[config.mk]
export PLATFORM = sky130hd
export DESIGN_NAME = lsuTop
export DESIGN_NICKNAME = d
export VERILOG_FILES = /design/src/source/lsuPkg.sv /design/src/source/lsuTop.sv /design/src/source/memCtrl.sv /design/src/source/dataCache.sv /design/src/source/loadStoreBuffer.sv
export VERILOG_INCLUDE_DIRS = /design/src /design/src/include
export SDC_FILE = /design/constraint.sdc
export NUM_CORES = 2
export LEC_CHECK = 0
export ABC_CLOCK_PERIOD_IN_PS = 11400
export BUFFER_PORTS_ARGS = -buffer_cell sky130_fd_sc_hd__buf_4
export CORE_MARGIN = 2
export CORE_UTILIZATION = 40
export CTS_CLUSTER_DIAMETER = 60
export DETAILED_ROUTE_END_ITERATION = 8
export SLEW_MARGIN = 20
export SYNTH_ARGS = -nofsm -noshare
export SYNTH_HDL_FRONTEND = slang
export SYNTH_SLANG_ARGS = --single-unit
[constraint.sdc]
create_clock -name clk -period 11.4 [get_ports clk]
set_clock_uncertainty 0.1 [all_clocks]
set_input_delay 1.71 -clock clk [delete_from_list [all_inputs] [get_ports clk]]
set_output_delay 1.71 -clock clk [all_outputs]
set_load 0.02 [all_outputs]
[src/include/lsu_consts.svh]
`ifndef LSU_CONSTS_SVH
`define LSU_CONSTS_SVH

// datapath widths.
`define DATA_W 32
`define ADDR_W 8

// byte-wide data memory, one byte per address.
`define RAM_BYTES 256

// tag is a wrapping sequence number over the buffer depth.
`define TAG_W 2
`define LSB_DEPTH 4

// wait states inserted before each byte access.
`define WAIT_W 4

`endif
[src/source/lsuPkg.sv]
`include "lsu_consts.svh"

package lsuPkg;

    typedef enum logic {
        opLoad,
        opStore
    } lsOp_e;

    // access size in bytes is 1, 2 or 4.
    typedef enum logic [1:0] {
        lenByte,
        lenHalf,
        lenWord
    } memLen_e;

    typedef enum logic [1:0] {
        mcIdle,
        mcWait,
        mcXfer,
        mcDone
    } mcState_e;

    typedef struct packed {
        lsOp_e              op;
        memLen_e            len;
        logic [`ADDR_W-1:0] addr;
        logic [`DATA_W-1:0] data;
        logic [`TAG_W-1:0]  tag;   // stamped by the buffer.
    } memReq_t;

    typedef struct packed {
        logic [`DATA_W-1:0] data;   // zero for stores.
        logic [`TAG_W-1:0]  tag;
    } memResp_t;

endpackage

[src/source/lsuTop.sv]
`timescale 1ns/1ps
`include "lsu_consts.svh"

module lsuTop (
    input  logic               clk,
    input  logic               rst,
    input  logic               rdy,
    input  logic [`WAIT_W-1:0] memWait,
    input  logic               issueValid,
    input  lsuPkg::memReq_t    issueReq,
    output logic               issueFull,
    output logic               doneValid,
    output lsuPkg::memResp_t   doneResp
);
    import lsuPkg::*;

    logic               sendValid;
    memReq_t            sendReq;
    logic               cacheBusy;
    logic               mcStart;
    memReq_t            mcReq;
    logic               mcDone;
    logic [`DATA_W-1:0] mcData;

    loadStoreBuffer uBuffer (
        .clk        (clk),
        .rst        (rst),
        .rdy        (rdy),
        .issueValid (issueValid),
        .issueReq   (issueReq),
        .issueFull  (issueFull),
        .cacheBusy  (cacheBusy),
        .sendValid  (sendValid),
        .sendReq    (sendReq)
    );

    dataCache uCache (
        .clk       (clk),
        .rst       (rst),
        .rdy       (rdy),
        .sendValid (sendValid),
        .sendReq   (sendReq),
        .cacheBusy (cacheBusy),
        .mcStart   (mcStart),
        .mcReq     (mcReq),
        .mcDone    (mcDone),
        .mcData    (mcData),
        .doneValid (doneValid),
        .doneResp  (doneResp)
    );

    memCtrl uMemCtrl (
        .clk     (clk),
        .rst     (rst),
        .rdy     (rdy),
        .memWait (memWait),
        .mcStart (mcStart),
        .mcReq   (mcReq),
        .mcDone  (mcDone),
        .mcData  (mcData)
    );

endmodule

[src/source/memCtrl.sv]
`timescale 1ns/1ps
`include "lsu_consts.svh"

module memCtrl (
    input  logic               clk,
    input  logic               rst,
    input  logic               rdy,
    input  logic [`WAIT_W-1:0] memWait,
    input  logic               mcStart,
    input  lsuPkg::memReq_t    mcReq,
    output logic               mcDone,
    output logic [`DATA_W-1:0] mcData
);
    import lsuPkg::*;

    localparam int IdxW = $clog2(`DATA_W / 8);

    mcState_e           state;
    lsOp_e              curOp;
    logic [`ADDR_W-1:0] baseAddr;
    logic [`DATA_W-1:0] storeData;
    logic [`DATA_W-1:0] loadWord;
    logic [IdxW-1:0]    byteIdx;
    logic [IdxW-1:0]    lastIdx;
    logic [`WAIT_W-1:0] waitCnt;
    logic [`ADDR_W-1:0] byteAddr;
    logic               startHit;
    logic [7:0]         ram [`RAM_BYTES];

    // address wraps modulo the RAM size.
    assign byteAddr = baseAddr + `ADDR_W'(byteIdx);
    assign startHit = (state == mcIdle) && mcStart;

    // the port hides the state literal, hence the scoped name.
    assign mcDone = (state == lsuPkg::mcDone);
    assign mcData = loadWord;   // stays zero for stores.

    always_ff @(posedge clk) begin
        if (rst) begin
            state   <= mcIdle;
            byteIdx <= '0;
            waitCnt <= '0;
        end else if (rdy) begin
            case (state)
                mcIdle: begin
                    if (mcStart) begin
                        byteIdx <= '0;
                        waitCnt <= memWait;
                        state   <= (memWait == '0) ? mcXfer : mcWait;
                    end
                end
                mcWait: begin
                    waitCnt <= waitCnt - 1'b1;
                    if (waitCnt == `WAIT_W'(1)) begin
                        state <= mcXfer;
                    end
                end
                mcXfer: begin
                    if (byteIdx == lastIdx) begin
                        state <= lsuPkg::mcDone;
                    end else begin
                        byteIdx <= byteIdx + 1'b1;
                        waitCnt <= memWait;   // fresh wait for each byte.
                        state   <= (memWait == '0) ? mcXfer : mcWait;
                    end
                end
                default: begin
                    state <= mcIdle;   // done lasts one cycle.
                end
            endcase
        end
    end

    always_ff @(posedge clk) begin
        if (rdy) begin
            if (startHit) begin
                curOp     <= mcReq.op;
                baseAddr  <= mcReq.addr;
                storeData <= mcReq.data;
                loadWord  <= '0;
                case (mcReq.len)
                    lenByte: begin
                        lastIdx <= '0;
                    end
                    lenHalf: begin
                        lastIdx <= IdxW'(1);
                    end
                    default: begin
                        lastIdx <= '1;   // word.
                    end
                endcase
            end
            if (state == mcXfer) begin
                if (curOp == opStore) begin
                    ram[byteAddr] <= storeData[8*byteIdx +: 8];   // lowest byte first.
                end else begin
                    loadWord[8*byteIdx +: 8] <= ram[byteAddr];
                end
            end
        end
    end

endmodule

[src/source/dataCache.sv]
`timescale 1ns/1ps
`include "lsu_consts.svh"

module dataCache (
    input  logic               clk,
    input  logic               rst,
    input  logic               rdy,
    input  logic               sendValid,
    input  lsuPkg::memReq_t    sendReq,
    output logic               cacheBusy,
    output logic               mcStart,
    output lsuPkg::memReq_t    mcReq,
    input  logic               mcDone,
    input  logic [`DATA_W-1:0] mcData,
    output logic               doneValid,
    output lsuPkg::memResp_t   doneResp
);

    logic              occupied;
    logic [`TAG_W-1:0] tagHeld;   // tag of the request in flight.

    // held busy through reset so the buffer cannot issue early.
    assign cacheBusy = rst || occupied;

    always_ff @(posedge clk) begin
        if (rst) begin
            occupied  <= 1'b0;
            mcStart   <= 1'b0;
            doneValid <= 1'b0;
        end else if (rdy) begin
            mcStart   <= sendValid;   // one-cycle start.
            doneValid <= mcDone;
            if (sendValid) begin
                occupied <= 1'b1;
            end else if (mcDone) begin
                occupied <= 1'b0;
            end
        end
    end

    always_ff @(posedge clk) begin
        if (rdy) begin
            if (sendValid) begin
                mcReq   <= sendReq;
                tagHeld <= sendReq.tag;
            end
            if (mcDone) begin
                doneResp.data <= mcData;
                doneResp.tag  <= tagHeld;
            end
        end
    end

endmodule

[src/source/loadStoreBuffer.sv]
`timescale 1ns/1ps
`include "lsu_consts.svh"

module loadStoreBuffer (
    input  logic            clk,
    input  logic            rst,
    input  logic            rdy,
    input  logic            issueValid,
    input  lsuPkg::memReq_t issueReq,
    output logic            issueFull,
    input  logic            cacheBusy,
    output logic            sendValid,
    output lsuPkg::memReq_t sendReq
);
    import lsuPkg::*;

    localparam int PtrW = $clog2(`LSB_DEPTH);

    memReq_t           queue [`LSB_DEPTH];
    logic [PtrW-1:0]   head;
    logic [PtrW-1:0]   tail;
    logic [PtrW:0]     count;
    logic [`TAG_W-1:0] tagCnt;
    logic              push;
    logic              pop;
    memReq_t           stamped;

    assign issueFull = (count == `LSB_DEPTH);
    assign push      = issueValid && !issueFull;   // dropped when full.

    // the cache raises busy only a cycle after it sees sendValid,
    // so a pending pulse also blocks the next pop.
    assign pop = !cacheBusy && !sendValid && (count != '0);

    always_comb begin
        stamped     = issueReq;
        stamped.tag = tagCnt;   // outside tag field ignored.
    end

    always_ff @(posedge clk) begin
        if (rst) begin
            head      <= '0;
            tail      <= '0;
            count     <= '0;
            tagCnt    <= '0;
            sendValid <= 1'b0;
        end else if (rdy) begin
            sendValid <= pop;
            if (push) begin
                tail   <= tail + 1'b1;   // wraps at depth.
                tagCnt <= tagCnt + 1'b1;
            end
            if (pop) begin
                head <= head + 1'b1;
            end
            case ({push, pop})
                2'b10: begin
                    count <= count + 1'b1;
                end
                2'b01: begin
                    count <= count - 1'b1;
                end
                default: begin
                    count <= count;   // idle or push with pop.
                end
            endcase
        end
    end

    // queue storage and the outgoing request carry no reset.
    always_ff @(posedge clk) begin
        if (rdy) begin
            if (push) begin
                queue[tail] <= stamped;
            end
            if (pop) begin
                sendReq <= queue[head];
            end
        end
    end

endmodule

# After elaboration in Yosys (flattened, before gate mapping)
# Memory sizes are Yosys's and may differ from the RTL's. A register that Yosys moved wholly into a read port is not among the register bits.
# Cells that the tools add are included.
totals:
  register_bits: 175
  ram_bits: 2228
  inputBits: 53
  output_inout_bits: 36
  wordCells: 102
  memories: 2
op_classes:
  addsub: 9
  eq_ne: 12
  shifts: 3
  mux: 27
  n_reduce_logical: 26
mem_list:
  columns: ["name", "depth", "word_bits", "read_ports", "rd_clocked_by_memory_dff", "wr", "line", "source"]
  rows:
  - ["uMemCtrl.ram", 256, 8, 1, 0, 1, "memCtrl.sv:28", "logic [7:0] ram [`RAM_BYTES];"]
  - ["uBuffer.queue", 4, 45, 1, 1, 1, "loadStoreBuffer.sv:19", "memReq_t queue [`LSB_DEPTH];"]
op_table:
  columns: ["operator", "count"]
  rows:
  - ["2-to-1 mux 32 bit", 4]
  - ["negation 5 -> 34 bit", 1]
  - ["variable shift 8 x 34 -> 32 bit (first input constant)", 1]
  - ["variable part select 8 x 34 -> 32 bit", 1]
  - ["bitwise mux 32 bit", 1]
  - ["variable part select 32 x 6 -> 8 bit", 1]
  - ["AND reduction 2 bit", 7]
  - ["2-to-1 mux 2 bit", 6]
  - ["case mux 4 bit (3 select lines)", 1]
  - ["2-to-1 mux 1 bit", 9]
  - ["adder 2 x 1 -> 2 bit (second input constant)", 4]
  - ["adder 8 x 2 -> 8 bit", 1]
  - ["2-to-1 mux 4 bit", 2]
  - ["case mux 2 bit (2 select lines)", 2]
  - ["AND reduction 4 bit", 2]
  - ["equality test 2 x 1 -> 1 bit (second input constant)", 3]
  - ["equality test 2 bit (second input constant)", 3]
  - ["case mux 2 bit (3 select lines)", 1]
  - ["case mux 3 bit (2 select lines)", 1]
  - ["nonzero test 2 bit", 3]
  - ["nonzero test 3 bit", 2]
  - ["equality test 4 x 1 -> 1 bit (second input constant)", 1]
  - ["logical AND 1 bit", 4]
  - ["zero test 2 bit", 2]
  - ["11 further kinds", 14]

# Longest topological paths before layout
depth:
  word_depth: 7
  mapped_depth: 15
  ltp_nobuf: 10

# Cells and area by module
# From an unflattened synthesis, not the netlist that was laid out.
unflattened:
  cells_unflattened: 4215
  hier_area_um2: 94301.7
by_module_without_submodules:
  columns: ["mod", "n_inst", "cells_each", "area_each_um2", "seq_area_each_um2"]
  rows:
  - ["memCtrl", 1, 3778, 83334.9, 63911.3]
  - ["loadStoreBuffer", 1, 345, 8468.1, 6956.7]
  - ["dataCache", 1, 92, 2498.6, 2432.3]

# Worst setup path before layout
# Ideal clock, no wire load.
synth_timing:
  path_kind: "input to register"
  startpoint: "in rdy"
  endpoint: "reg uMemCtrl.baseAddr[0], enable pin"
  setup_ns: 0.497
  arrival_ns: 5.053
  required_time_ns: 10.803
  setup_slack_ns: 5.750
  cell_stages: 3
  path_buffers: 1
  cell_sequence: "clkbuf_1 -> inv_1 -> nor3_1"
synth_between:
  elab_chain_len: 1
synth_rtl:
  columns: ["element", "line", "source"]
  rows:
  - ["start: declaration", "lsuTop.sv:7", "input logic rdy,"]
  - ["AND reduction 2 bit (no source line)", null, null]
  - ["end signal: assignment", "memCtrl.sv:78", "baseAddr <= mcReq.addr;"]
  - ["end: declaration", "memCtrl.sv:20", "logic [`ADDR_W-1:0] baseAddr;"]
# No other way between the ends.
# A chain may end at the register's enable or synchronous reset.

# Final worst setup path
layout_timing:
  startpoint: "reg uMemCtrl.byteIdx[1]"
  endpoint: "reg uMemCtrl.loadWord[10] (netlist: uMemCtrl.mcData[10]), data pin"
layout_between:
  elab_chain_len: 6
  elab_cells_between_ends: 8
  cone_classes: "add/sub (2); shift (2); mux (3); memory (1)"
layout_rtl:
  columns: ["element", "line", "source"]
  rows:
  - ["start: declaration", "memCtrl.sv:23", "logic [IdxW-1:0] byteIdx;"]
  - ["start signal: assignment", "memCtrl.sv:62", "byteIdx <= byteIdx + 1'b1;"]
  - ["adder 8 x 2 -> 8 bit", "memCtrl.sv:31", "assign byteAddr = baseAddr + `ADDR_W'(byteIdx);"]
  - ["memory read (256 x 8 bit)", null, null]
  - ["variable part select 8 x 34 -> 32 bit", "memCtrl.sv:97", "loadWord[8*byteIdx +: 8] <= ram[byteAddr];"]
  - ["bitwise mux 32 bit *", "memCtrl.sv:97", null]
  - ["2-to-1 mux 32 bit *", "memCtrl.sv:94", "if (curOp == opStore) begin"]
  - ["2-to-1 mux 32 bit *", "memCtrl.sv:93", "if (state == mcXfer) begin"]
  - ["end signal: indexed assignment", "memCtrl.sv:97", null]
  - ["end: declaration", "memCtrl.sv:22", "logic [`DATA_W-1:0] loadWord;"]
# Every way passes the cells marked *; elsewhere a longest branch is shown, timed or not.

==> reports/results.tsv <==
metric	value	unit
most frequent cells after synthesis	edfxtp_1 (2427), mux4_2 (637), nor2_1 (304)	
Via density	5.57	
fin util	0.455	
most frequent cell after synthesis	edfxtp_1	
Synth Warn #	0	
DP Wirelength	125	mm
TritonCTS clock tree	done	
crit start category	flop	
Final Cycle Share	0.531	
hold_ws	309	ps
largest net degree at the start of global routing	116	
number of global-route vias before repair	43247	
DIE WIDTH	488	um
Fmax	165	MHz
die extent in y	488	um
clk_lat worst skew	870	ps
Row Count	177	
DR vias	42895	
WHS Path Cells	0	
Mapped Cells	4189	
placed cells	7254	
Yosys top cell by area	edfxtp_1	
Lkg Pwr	32.4	nW
Post-synth EDFFs	2427	
area of the core	233000	um2
# IOs	89	
post-place setup slack	5280	ps
area grow syn2layout	13.0	%
Resized cells post-CTS	0	
ys async rst share	0	
final net count	4438	
hold path startpoint	uBuffer.sendReq[12]	
Worst Hold Class	reg -> reg	
first-pass GRT wire length	311	mm
worst-path maximum fanout	32	
1st-pass router iterations	7	
CTS Buffer Depth	3	
post-synthesis register bit count	2448	
Seq/Total Area, Yosys	0.782	
final setup violation count	0	
layout cells sized above 1	0.262	
CP required	12020	ps
Adder-Cell Fraction of Synth Area	0.00230	
simple-gate area share of the yosys netlist	0.0268	
Min-Delay Endpoint	uCache.mcReq[12]	
Synth Area in Compound Gates	0.0142	
initial DRC count	4672	
post-detailed-routing wire length	215	mm
Wirelength per Cell	28.0	um
Die Area	238000	um2
Finished Layout Cells	7703	
count of different cell masters after synthesis	67	
peak supply drop	0.175	mV
H-tree lvl count	4	
CTS sink count	2448	
Post CTS Setup Buffer Count	0	
post-synthesis mux area share	0.159	
Max Cap Viol	0	
Final Total Pwr	18.0	mW
Critical Path AT	6670	ps
GP Congestion	0.792	
status	finished clean	
Finished Cell Area	106000	um2
worst r2r src	uMemCtrl.byteIdx[1]	
normalized max-slew margin	0.174	
CTS Hold Buffers Added	0	
main combinational cell family by area after synthesis	multiplexers	
synthesized area per cell	22.4	um2
CTS clk-pin slew, worst paths	60	ps
Pins Over Slew Limit	0	
PwrDens	170	nW/um2
worst slew pin tran	1230	ps
R2R Path End	uMemCtrl.mcData[10]	
number of remaining DRC errors	0	
area share of xor/xnor cells in the synthesized design	0.00149	
Final ANT Viol Nets	0	
min Tclk post-route	6050	ps
Initial Util	0.403	
Root Buffer	clkbuf_16	
Final TNS setup	0	ps
total track usage	0.180	
CP startpoint	uMemCtrl.byteIdx[1]	
CP Capture Type	flop	
grt ovf	0	
Post-DP Area	97900	um2
synthesized area	93800	um2
Hold Violations, Final	0	
largest cells by area after synthesis	edfxtp_1 (78%), mux4_2 (15%), nor2_1 (1.2%), nand2_1 (0.58%), dfxtp_1 (0.45%)	
Buffers on Ports	86	
Setup WS post-layout	5350	ps
CP Class	reg -> reg	
post-synth top area share	0.777	
CTS buffer count	240	
initial antenna violation count	9	
prevailing post-synth register cell	edfxtp_1	
RSZ-0062 raised after global routing	false	
syn_nets	4258	
R2R Setup Slk	5350	ps
worst reg2reg path depth	12	
[registers in the layout, summed over array words and instances, names as in the netlist]
register / count
uBuffer.queue: 180
uMemCtrl.storeData: 32
uMemCtrl.ram: 2048
uMemCtrl.curOp: 1
uMemCtrl.baseAddr: 8
uMemCtrl.lastIdx: 2
uCache.mcStart: 1
uMemCtrl.byteIdx: 2
uBuffer.count: 3
uMemCtrl.state: 2
uBuffer.sendReq: 45
uCache.occupied: 1
uBuffer.head: 2
uBuffer.tagCnt: 2
uCache.tagHeld: 2
uCache.doneResp: 34
uCache.mcReq: 43
uMemCtrl.waitCnt: 4
uCache.doneValid: 1
uMemCtrl.mcData: 32
uBuffer.tail: 2
uBuffer.sendValid: 1
[worst max-delay path by stage]
stage	to	cells after the start
2_1_floorplan	uMemCtrl.baseAddr[0]	3
3_3_place_gp	uMemCtrl.mcData[10]	12
3_5_place_dp	uMemCtrl.mcData[10]	12
4_1_cts	uMemCtrl.mcData[10]	12
5_1_grt	uMemCtrl.mcData[10]	12
6_report	uMemCtrl.mcData[10]	12
[layer usage]
| metal | wire, um | global-route usage |
|---|---|---|
| met1 | 91500 | 0.259 |
| met2 | 105000 | 0.288 |
| met3 | 14900 | 0.0297 |
| met4 | 4220 | 0.0425 |
| met5 | 13 | 0 |
[critical path, cell delays in order (launching register included)]
cell     delay, ps
dfxtp_1        310
buf_4          290
ha_1           330
and3_1         210
o22ai_4        170
buf_4          490
buf_4          680
buf_4          760
mux4_2         420
o22ai_1        190
or4_1          670
nor4_2         900
a22o_1         290
[cell families (layout without fill, tap and decap cells)]
logic type	count (synthesis)	after routing
flip-flops	2448	2448
multiplexers	681	681
adder cells (fa/ha/maj)	16	16
AND/OR/NAND/NOR	581	581
buffers and inverters	255	635
AO/OA/AOI/OAI	192	192
other	0	2
XOR/XNOR	16	16
[power by group]
group          switching (mW)  leakage (nW)  internal [mW]
clock                    3.33          3.81           4.55
combinational           0.126          6.60         0.0948
sequential             0.0195          22.0           9.84
total                    3.48          32.4           14.5
[cells in the final DEF, fill, tap and decap left out, types with 12 or more instances in the layout]
cell type	synthesis	routed
a21oi_1	21	21
a22o_1	25	25
a32oi_1	15	15
buf_4	40	167
bufinv_16	0	28
clkbuf_1	110	49
clkbuf_16	0	245
clkinv_1	0	58
clkinv_2	0	40
dfxtp_1	21	19
edfxtp_1	2427	2427
ha_1	14	13
inv_1	13	12
mux2i_1	36	36
mux4_2	637	629
nand2_1	144	137
nand3_1	43	35
nor2_1	304	303
o21ai_0	20	20
o22ai_1	52	52
[layout make-up]
cell class              count  area (um2)
fillers                 19142      127000
flip-flops and latches   2448       73300
multi-input cells        1486       19300
clock buffers             294        6310
well taps                3132        3920
repair buffers            180        1530
clock inverters           148        1510
inverters                  13        50.0
diodes                      2        5.00
No activity file was read; power rests on OpenSTA's default activity.
